<file path="src/tcm_defines.svh">
// ======================================================================
// Sizing macros for the data memory subsystem, shared by package and RTL
// ======================================================================
`ifndef TCM_DEFINES_SVH
`define TCM_DEFINES_SVH

// Words in the shared SRAM
`define TCM_DEPTH 2048

// Word address bits, must cover TCM_DEPTH exactly
`define TCM_ADDR_W 11

// Byte lanes per data word
`define TCM_LANES 4

// Bits per byte lane
`define TCM_LANE_W 8

// Request queue depth per port
// Also the credits a requester starts with after reset
`define TCM_CREDITS 4

`endif

</file>
<file path="src/tcm_pkg.sv">
// ======================================================================
// Shared types of the data memory subsystem, referenced by scoped name
// ======================================================================
`include "tcm_defines.svh"

package tcm_pkg;

  // Word address into the SRAM
  typedef logic [`TCM_ADDR_W-1:0] addr_t;

  // One data word, all lanes
  typedef logic [`TCM_LANES*`TCM_LANE_W-1:0] data_t;

  // Byte enables, active high at the request ports
  typedef logic [`TCM_LANES-1:0] be_t;

  // Per-bit write mask, active low at the SRAM
  typedef logic [`TCM_LANES*`TCM_LANE_W-1:0] wmask_t;

  // Queue occupancy, 0 up to TCM_CREDITS inclusive
  typedef logic [$clog2(`TCM_CREDITS+1)-1:0] credit_t;

  // Round-robin arbiter state
  // Names the port that wins the next tie
  typedef enum logic {
    ARB_PREFER0,
    ARB_PREFER1
  } arb_state_t;

endpackage

</file>
<file path="src/tcm_req_port.sv">
// ======================================================================
// Requester front end: credited request queue feeding the arbiter,
// with one credit returned for each entry sent to the SRAM
// ======================================================================
`include "tcm_defines.svh"

module tcm_req_port (
  input  logic           CLK,
  input  logic           rst,
  input  logic           req_valid,
  input  logic           req_write,
  input  tcm_pkg::addr_t req_addr,
  input  tcm_pkg::be_t   req_be,
  input  tcm_pkg::data_t req_wdata,
  input  logic           grant,
  output logic           credit,
  output logic           has_req,
  output logic           head_write,
  output tcm_pkg::addr_t head_addr,
  output tcm_pkg::be_t   head_be,
  output tcm_pkg::data_t head_wdata
);

  localparam int DEPTH = `TCM_CREDITS;
  localparam int PTR_W = (DEPTH > 1) ? $clog2(DEPTH) : 1;

  // Queue control
  logic [PTR_W-1:0] wr_ptr_q;
  logic [PTR_W-1:0] rd_ptr_q;
  tcm_pkg::credit_t count_q;

  // Queue payload
  logic             q_write [DEPTH];
  tcm_pkg::addr_t   q_addr  [DEPTH];
  tcm_pkg::be_t     q_be    [DEPTH];
  tcm_pkg::data_t   q_wdata [DEPTH];

  logic enq;
  logic deq;

  // No ready, every valid cycle is taken
  assign enq = req_valid;
  // Head leaves on the edge ending the grant cycle
  assign deq = grant && has_req;

  always_ff @(posedge CLK) begin
    if (rst) begin
      wr_ptr_q <= '0;
      rd_ptr_q <= '0;
      count_q  <= '0;
    end else begin
      // Pointers wrap at DEPTH, not at a power of two
      if (enq) begin
        wr_ptr_q <= (wr_ptr_q == PTR_W'(DEPTH-1)) ? '0 : wr_ptr_q + 1'b1;
      end
      if (deq) begin
        rd_ptr_q <= (rd_ptr_q == PTR_W'(DEPTH-1)) ? '0 : rd_ptr_q + 1'b1;
      end
      case ({enq, deq})
        2'b10:   count_q <= count_q + 1'b1;
        2'b01:   count_q <= count_q - 1'b1;
        default: count_q <= count_q;
      endcase
    end
  end

  // Payload write, no reset needed
  always_ff @(posedge CLK) begin
    if (enq) begin
      q_write[wr_ptr_q] <= req_write;
      q_addr[wr_ptr_q]  <= req_addr;
      q_be[wr_ptr_q]    <= req_be;
      q_wdata[wr_ptr_q] <= req_wdata;
    end
  end

  assign has_req    = (count_q != '0);
  assign head_write = q_write[rd_ptr_q];
  assign head_addr  = q_addr[rd_ptr_q];
  assign head_be    = q_be[rd_ptr_q];
  assign head_wdata = q_wdata[rd_ptr_q];

  // Credit goes back in the grant cycle itself
  assign credit = deq;

  // Requester spent a credit it did not hold
  a_no_enq_full : assert property (
    @(posedge CLK) disable iff (rst) req_valid |-> (count_q != tcm_pkg::credit_t'(DEPTH))
  ) else $error("request arrived with queue full");

  // Arbiter granted an idle port
  a_no_grant_empty : assert property (
    @(posedge CLK) disable iff (rst) grant |-> has_req
  ) else $error("grant arrived with queue empty");

endmodule

</file>
<file path="config.mk">
export PLATFORM = sky130hd
export DESIGN_NAME = tcm_req_port
export DESIGN_NICKNAME = d
export VERILOG_FILES = /design/src/tcm_pkg.sv /design/src/tcm_req_port.sv
export VERILOG_INCLUDE_DIRS = /design/src
export SDC_FILE = /design/constraint.sdc
export NUM_CORES = 1
export LEC_CHECK = 0
export ABC_AREA = 1
export BUFFER_PORTS_ARGS = -buffer_cell sky130_fd_sc_hd__buf_2
export CAP_MARGIN = 40
export CORE_UTILIZATION = 61
export DETAILED_ROUTE_END_ITERATION = 8
export GPL_ROUTABILITY_DRIVEN = 0
export PLACE_DENSITY = 0.9
export SETUP_SLACK_MARGIN = 0.05
export SLEW_MARGIN = 15
export SYNTH_ARGS = -nofsm -noshare
export SYNTH_HDL_FRONTEND = slang
export SYNTH_SLANG_ARGS = --single-unit
</file>
<file path="constraint.sdc">
create_clock -name CLK -period 4.6 [get_ports CLK]
set_input_delay 1.15 -clock CLK [delete_from_list [all_inputs] [get_ports CLK]]
set_output_delay 1.15 -clock CLK [all_outputs]
set_load 0.03 [all_outputs]
</file>
### Word level (Yosys, flattened, before mapping)

Memory sizes are Yosys's and may differ from the RTL's. A register that Yosys moved wholly into a read port is not among the register bits.
Cells that the tools add are included.

| cells by class | value |
|---|---|
| equal/unequal tests | 4 |
| add/subtract/negate cells | 4 |
| $lt $le $gt $ge | 0 |
| shifts and indexed selects | 0 |
| multiplexer cells | 13 |
| bitwise logic cells | 0 |
| divide/modulo/power cells | 0 |
| $mul | 0 |
| reduce and logical (&&, ||, !) cells | 3 |

Operators by type and width:

| cell | count |
|---|---|
| 2-bit two-way mux | 10 |
| 2-bit == test, second input constant | 3 |
| 3-bit one-hot mux with 2 select lines | 1 |
| 2-bit by 1-bit adder with 2-bit output, second input constant | 2 |
| 3-bit by 1-bit adder with 3-bit output, second input constant | 1 |
| 3-bit nonzero test | 1 |
| 3-bit by 1-bit subtractor with 3-bit output, second input constant | 1 |
| 2-bit by 1-bit == test with 1-bit output, second input constant | 1 |
| 1-bit two-way mux | 2 |
| 2-bit nonzero test | 1 |
| 1-bit logical AND | 1 |

| storage, ports and cells | value |
|---|---|
| latch bits | 0 |
| output and inout bits | 50 |
| flip-flop bits (word level) | 7 |
| ROM bits | 0 |
| memories | 4 |
| input port bits | 52 |
| word-level logic and storage cells | 31 |
| memory bits (writable) | 192 |

Memories:

| name | words | bits a word | rd ports | clocked after Yosys merged registers in | write ports | line | RTL |
|---|---|---|---|---|---|---|---|
| q_wdata | 4 | 32 | 1 | 1 | 1 | tcm_req_port.sv:36 | `tcm_pkg::data_t q_wdata [DEPTH];` |
| q_addr | 4 | 11 | 1 | 1 | 1 | tcm_req_port.sv:34 | `tcm_pkg::addr_t q_addr [DEPTH];` |
| q_be | 4 | 4 | 1 | 1 | 1 | tcm_req_port.sv:35 | `tcm_pkg::be_t q_be [DEPTH];` |
| q_write | 4 | 1 | 1 | 1 | 1 | tcm_req_port.sv:33 | `logic q_write [DEPTH];` |

### Depth between registers and ports, before layout

Gate-level depths: netlist (run 1).

| logic depth | value |
|---|---|
| depth in word-level cells | 4 |
| depth in mapped cells | 12 |
| mapped depth without buffers | 12 |

### Worst setup path before layout (run 1)

Ideal clock, no wire load.

| timing path | value |
|---|---|
| path type | input-to-output |
| start point | input port grant |
| end point | output port credit |
| data required time | 3.450 ns |
| path buffers | 0 |
| setup slack | 2.000 ns |
| arrival time | 1.450 ns |
| cell stages on the path | 1 |
| cell sequence | and2_1 |

| on the way | value |
|---|---|
| word-level cells in the longest chain between the ends | 1 |

RTL lines:

| element | line | RTL |
|---|---|---|
| start, declared | tcm_req_port.sv:15 | `input logic grant,` |
| 1-bit logical AND | tcm_req_port.sv:44 | `assign deq = grant && has_req;` |
| end, declared | tcm_req_port.sv:16 | `output logic credit,` |

No other way between the ends.

==> impl_metrics.py, run 1 <==
metrics = {
    "place": {
        "dpl-instance-area_sq_um": 8260,
        "post-dp-hpwl_um": 8630,
        "dp_cells": 773,
        "io_buffers": 101,
    },
    "global_routing": {
        "grt_pass1_wl_um": 23500,
        "overflow": 0,
        "grt_pass1_vias": 4781,
        "grt_max_degree": 97,
        "track_usage_pct": 23.7,
        "antenna_found_initial": 3,
    },
    "route": {
        "drc": 0,
        "wl_per_cell_um": 18.5,
        "dr.pass1.iters": 5,
        "drt-total-wl_um": 15000,
        "vias_per_cell": 5.74,
        "vias": 4652,
        "drt_iter0_drc": 394,
        "antenna_left": 0,
    },
    "yosys": {
        "synth_edf_count": 192,
        "synth_seq_area_share_pct": 77.7,
        "netlist_instances": 528,
        "synthTopCellsByArea": "edfxtp_1 75%, o21ai_0 5.9%, nor2_1 4.4%",
        "syn_avg_cell_area_sq_um": 14.5,
        "synth_nets": 587,
        "synthArstFlopShare_pct": 0,
        "ys_types": 26,
        "synth_ff_type": "edfxtp_1",
        "syn_area_sq_um": 7650,
        "synth_most_common_cell": "edfxtp_1",
        "ys.warnings.count": 0,
        "yosys.area.top_type": "edfxtp_1",
        "ys_ff_latch": 201,
        "synth_common_cells": "192 x edfxtp_1, 90 x nor2_1, 90 x o21ai_0",
        "netlist.area_leader.share_pct": 75.3,
    },
    "power": {
        "fin_total_pwr_uw": 4990,
        "powerDensity_nw_per_um2": 559,
        "vdd_drop_max_uv": 532,
        "p_leak_uw": 0.00319,
    },
    "sta": {
        "max_slew.worst_pin.slew_ns": 0.832,
        "hold_violations": 0,
        "drv_slew": 0,
        "rsz0062_at_grt": "false",
        "fmax_mhz": 284,
        "finalCritPeriodShare_pct": 76.4,
        "setup_viol": 0,
        "setup_tns_ns": 0,
        "skew_ns": 0.00876,
        "fin_crit_ns": 3.52,
        "slew_headroom_pct": 44.5,
    },
    "clock_tree": {
        "cts.reportedPaths.clkPinSlew_ns": 0.06,
        "cts-root-buf": "clkbuf_16",
        "h-tree-depth": 1,
        "clk_latency_ns": 0.48,
        "cts_sinks": 201,
        "cts_buffers": 20,
        "cts_tree": "built",
        "cts_setup_buffers": 0,
        "ctsHoldBuffers": 0,
        "cts_resized": 0,
        "clockBufferDepth": 3,
    },
    "setup_path": {
        "crit_chain": "buf_4, o21ai_0, o22ai_1, buf_2",
        "endpoint_kind": "output pin",
        "r2r_slack_ns": 2.70,
        "cp.required_ns": 3.45,
        "reg2reg_depth": 12,
        "cp.arrival_ns": 2.37,
        "cp_max_fo": 60,
        "crit_buf_inv": 2,
        "slowest_stage": "dfxtp_4",
        "r2r-end": "count_q[2]",
        "r2r_start": "count_q[0]",
        "setup.worst_path.start_class": "register",
        "slowest_delay_ns": 0.75,
        "crit_type": "register to output pin",
        "endpoint": "head_addr[8]",
        "worstSetupPathDepth": 4,
        "cpLargestDelayFamily": "flip-flops",
    },
    "finish": {
        "areaGrowthSynthToFinish_pct": 16.6,
        "stdcell_count": 810,
        "final_nets": 686,
        "final_layout_size_suffix_gt1_share_pct": 24.5,
        "fin_area_sq_um": 8930,
    },
    "die": {
        "io_pins": 102,
        "fp.dieH_um": 114,
        "num_rows": 40,
        "dieArea_sq_um": 13000,
        "start_util_pct": 63.2,
        "core_area_sq_um": 12100,
        "die-width_um": 114,
    },
    "worst_hold_path": {
        "hold_class": "register to register",
    },
    "run": {
        "maxCapViolations": 0,
    },
    "run_status": {
        "status": "finished clean",
    },
}
[worst min path at each step]
stage / from / endpoint / slack, ns / depth (start not counted)
after floorplan: rd_ptr_q[1] / register / 0.48 / 2
after global placement: wr_ptr_q[1] / wr_ptr_q[1] / 0.50 / 2
after detailed placement: rd_ptr_q[0] / register / 0.52 / 2
after CTS: rd_ptr_q[1] / register / 0.54 / 2
after global routing: rd_ptr_q[1] / register / 0.55 / 2
final: rd_ptr_q[1] / register / 0.54 / 2
[cell families (layout without fill, tap and decap cells)]
family                   Yosys count  after routing  share of synthesized area [%]
other                              0              1                              0
buffers and inverters             49            162                           3.99
adder cells (fa/ha/maj)            7              7                           1.24
AND/OR/NAND/NOR                  118            118                           6.29
flip-flops                       201            201                           77.7
AO/OA/AOI/OAI                    153            153                           10.8
[state kept, by name, indices dropped and copies added (netlist names), named ones only]
signal    count
count_q       3
q_addr       44
q_be         16
q_wdata     128
q_write       4
rd_ptr_q      2
wr_ptr_q      2
[worst register-to-register path: stages, from the launching register on]
cell and delay, ns:
dfxtp_1 0.31, inv_1 0.08, nand3_1 0.23, and2_1 0.19, ha_1 0.16, inv_1 0.07
fa_1 0.38, inv_1 0.07, nand2_1 0.08, nand3_1 0.09, nand2_1 0.06, inv_1 0.05
nor2_1 0.04
[through the flow]
stage	util, %	setup slack (ns)	hold WS [ns]
final	73.7	1.08	0.538
after global routing	73.7	0.931	0.554
after CTS	73.7	1.07	0.540
after detailed placement	68.2	1.57	0.525
after global placement	67.3	1.39	0.503
after floorplan	-	2.00	0.483
[cells in the final DEF, fill, tap and decap left out, drive strengths merged]
master	synthesis	routed
edfxtp	192	192
buf	19	108
nor2	100	100
o21ai	99	99
o22ai	48	48
clkbuf	12	24
inv	18	19
nand2	10	10
dfxtp	9	9
clkinv	0	7
a21oi	6	6
ha	6	6
nand3	4	4
clkinvlp	0	2
bufinv	0	2
diode	0	1
and2	1	1
nor3	1	1
or2	1	1
nand4	1	1
fa	1	1
[power by group]
| group | internal [uW] | switching, uW | leakage, uW |
|---|---|---|---|
| logic | 335 | 881 | 0.00103 |
| registers | 2100 | 78.5 | 0.00184 |
| clock network | 948 | 642 | 0.000317 |
| total | 3380 | 1600 | 0.00319 |
[per-layer routing]
layer | wire (um) | up-vias | share of wire, % | global-route usage (%)
li1 | - | 2174 | - | -
met1 | 5890 | 2255 | 39 | 29.2
met2 | 7580 | 185 | 51 | 40.8
met3 | 1140 | 34 | 7.6 | 5.90
met4 | 364 | 4 | 2.4 | 9.09
met5 | 29 | - | 0.19 | 0
[layout make-up]
class / count / area [sq um]
clock inverters: 12 / 125
inverters: 18 / 72.6
diodes: 1 / 2.50
multi-input cells: 278 / 1400
clock buffers: 24 / 536
repair buffers: 108 / 628
well taps: 168 / 210
flip-flops and latches: 201 / 5950
fillers: 754 / 3180
Power figures use the tool's default switching activity.
==> inputs of run 2 (changes only) <==
--- a/config.mk
+++ b/config.mk
@@ -9,10 +9,10 @@
 export ABC_AREA = 1
 export BUFFER_PORTS_ARGS = -buffer_cell sky130_fd_sc_hd__buf_2
 export CAP_MARGIN = 40
-export CORE_UTILIZATION = 61
+export CORE_UTILIZATION = 51
 export DETAILED_ROUTE_END_ITERATION = 8
 export GPL_ROUTABILITY_DRIVEN = 0
-export PLACE_DENSITY = 0.9
+export PLACE_DENSITY = 0.81
 export SETUP_SLACK_MARGIN = 0.05
 export SLEW_MARGIN = 15
 export SYNTH_ARGS = -nofsm -noshare
==> constraint.sdc (replaced) <==
create_clock -name CLK -period 3.22 [get_ports CLK]
set_input_delay 0.805 -clock CLK [delete_from_list [all_inputs] [get_ports CLK]]
set_output_delay 0.805 -clock CLK [all_outputs]
set_load 0.03 [all_outputs]
==> run 2 against run 1 <==
  * Worst setup slack worse by 0.85 ns
  * Clock power increased by 36%
  * Critical path type unchanged
  * Final cell count up 2.2%
  * Via count increased by 2.3%
  * Highest routed layer unchanged
  * Design area down 0.17%
  * Combinational power increased by 48%
  * Count of clock-buffer cells in the layout grew 2
==> impl_metrics.py, run 2 (same netlist as run 1, synthesis figures left out) <==
metrics = {
    "run_status": {
        "status": "finished clean",
    },
    "clock_tree": {
        "cts-root-buf": "clkbuf_16",
        "cts_tree": "built",
        "ctsHoldBuffers": 0,
        "cts_sinks": 201,
        "clk_latency_ns": 0.48,
        "h-tree-depth": 1,
        "cts_resized": 0,
        "cts_setup_buffers": 0,
        "clockBufferDepth": 3,
        "cts_buffers": 20,
        "cts.reportedPaths.clkPinSlew_ns": 0.06,
    },
    "route": {
        "antenna_left": 0,
        "drt-total-wl_um": 15800,
        "dr.pass1.iters": 5,
        "vias": 4760,
        "drc": 0,
        "drt_iter0_drc": 395,
        "vias_per_cell": 5.75,
        "wl_per_cell_um": 19.0,
    },
    "setup_path": {
        "crit_chain": "inv_6, o21ai_0, o22ai_1, buf_2",
        "cp.arrival_ns": 2.19,
        "cpLargestDelayFamily": "buffers and inverters",
        "crit_buf_inv": 2,
        "endpoint_kind": "output pin",
        "slowest_delay_ns": 0.50,
        "slowest_stage": "inv_6",
        "crit_type": "register to output pin",
        "cp_max_fo": 96,
        "cp.required_ns": 2.41,
        "setup.worst_path.start_class": "register",
    },
    "global_routing": {
        "grt_max_degree": 97,
        "overflow": 0,
        "grt_pass1_vias": 4759,
        "track_usage_pct": 20.3,
        "grt_pass1_wl_um": 24800,
        "antenna_found_initial": 1,
    },
    "sta": {
        "fin_crit_ns": 2.99,
        "rsz0062_at_grt": "false",
        "setup_viol": 0,
        "hold_violations": 0,
        "fmax_mhz": 334,
        "drv_slew": 0,
        "slew_headroom_pct": 51.9,
        "finalCritPeriodShare_pct": 92.9,
        "max_slew.worst_pin.slew_ns": 0.721,
        "setup_tns_ns": 0,
        "skew_ns": 0.00778,
    },
    "power": {
        "vdd_drop_max_uv": 556,
        "powerDensity_nw_per_um2": 791,
        "p_leak_uw": 0.00318,
    },
    "finish": {
        "largestRegisters": "q_wdata x128, q_addr x44, q_be x16",
        "final_nets": 689,
        "fill_cells": 1066,
        "most-common-layout-cells": "192 x edfxtp_1, 101 x buf_2, 90 x nor2_1, 90 x o21ai_0, 48 x o22ai_1",
        "areaGrowthSynthToFinish_pct": 16.4,
        "top_register": "q_wdata",
        "fin_area_sq_um": 8910,
        "mostFrequentLayoutCell": "edfxtp_1",
        "largest_reg_flops": 128,
        "final_layout_size_suffix_gt1_share_pct": 24.3,
    },
    "die": {
        "dieArea_sq_um": 15500,
        "io_pins": 102,
        "fp.dieH_um": 125,
        "die-width_um": 125,
        "core_area_sq_um": 14600,
        "num_rows": 44,
        "start_util_pct": 52.5,
    },
    "place": {
        "post-dp-hpwl_um": 9240,
        "dpl-instance-area_sq_um": 8300,
        "io_buffers": 101,
    },
    "run": {
        "maxCapViolations": 0,
    },
    "worst_hold_path": {
        "hold_class": "input port to register",
    },
}
==> run 2: final timing paths <==
path,slack (ns),end,cells past startpoint,from
max,0.23,head_wdata[31],4,register
min,0.50,wr_ptr_q[0],2,rst
max reg2reg,1.29,count_q[2],12,count_q[0]
min reg2reg,0.53,wr_ptr_q[1],2,wr_ptr_q[1]
==> run 2: worst register-to-register path: cells and delay by family, from the launching register on <==
family,cells,cell delay [ns]
simple gates,6,0.63
fa+ha+maj,2,0.58
flops,1,0.31
buf+inv,4,0.31
==> run 2: stage by stage <==
| step | std cells | util, % | total power [uW] | setup slack [ns] | hold WS, ns |
|---|---|---|---|---|---|
| 6_report | 828 | 61.1 | 7050 | 0.229 | 0.497 |
| 2_1_floorplan | 528 | - | 4440 | 1.04 | 0.483 |
| 5_1_grt | 826 | 61.1 | 7320 | 0.0860 | 0.498 |
| 3_5_place_dp | 792 | 56.9 | 4930 | 0.755 | 0.524 |
| 4_1_cts | 826 | 61.1 | 7080 | 0.267 | 0.488 |
| 3_3_place_gp | 792 | 56.9 | 4860 | 0.834 | 0.498 |
==> run 2: per-layer routing <==
layer	GRT usage, %	up-vias	share of wire [%]
met5	0	-	0.11
met4	7.16	2	2.6
met3	4.17	44	7.0
met2	32.9	192	48
met1	27.3	2357	42
li1	-	2165	-
==> run 2: where the power goes <==
group / internal (uW) / switching (uW)
logic: 486 / 1330
registers: 3000 / 62.5
clock network: 1270 / 902
total: 4760 / 2290
==> run 2: final cells by class <==
cell class	count	area, sq um	share of cell area [%]
inverters	18	72.6	0.814
repair buffers	111	643	7.22
multi-input cells	278	1400	15.7
well taps	184	230	2.58
diodes	2	5.00	0.0562
flip-flops and latches	201	5950	66.8
clock inverters	8	63.8	0.716
clock buffers	26	544	6.11
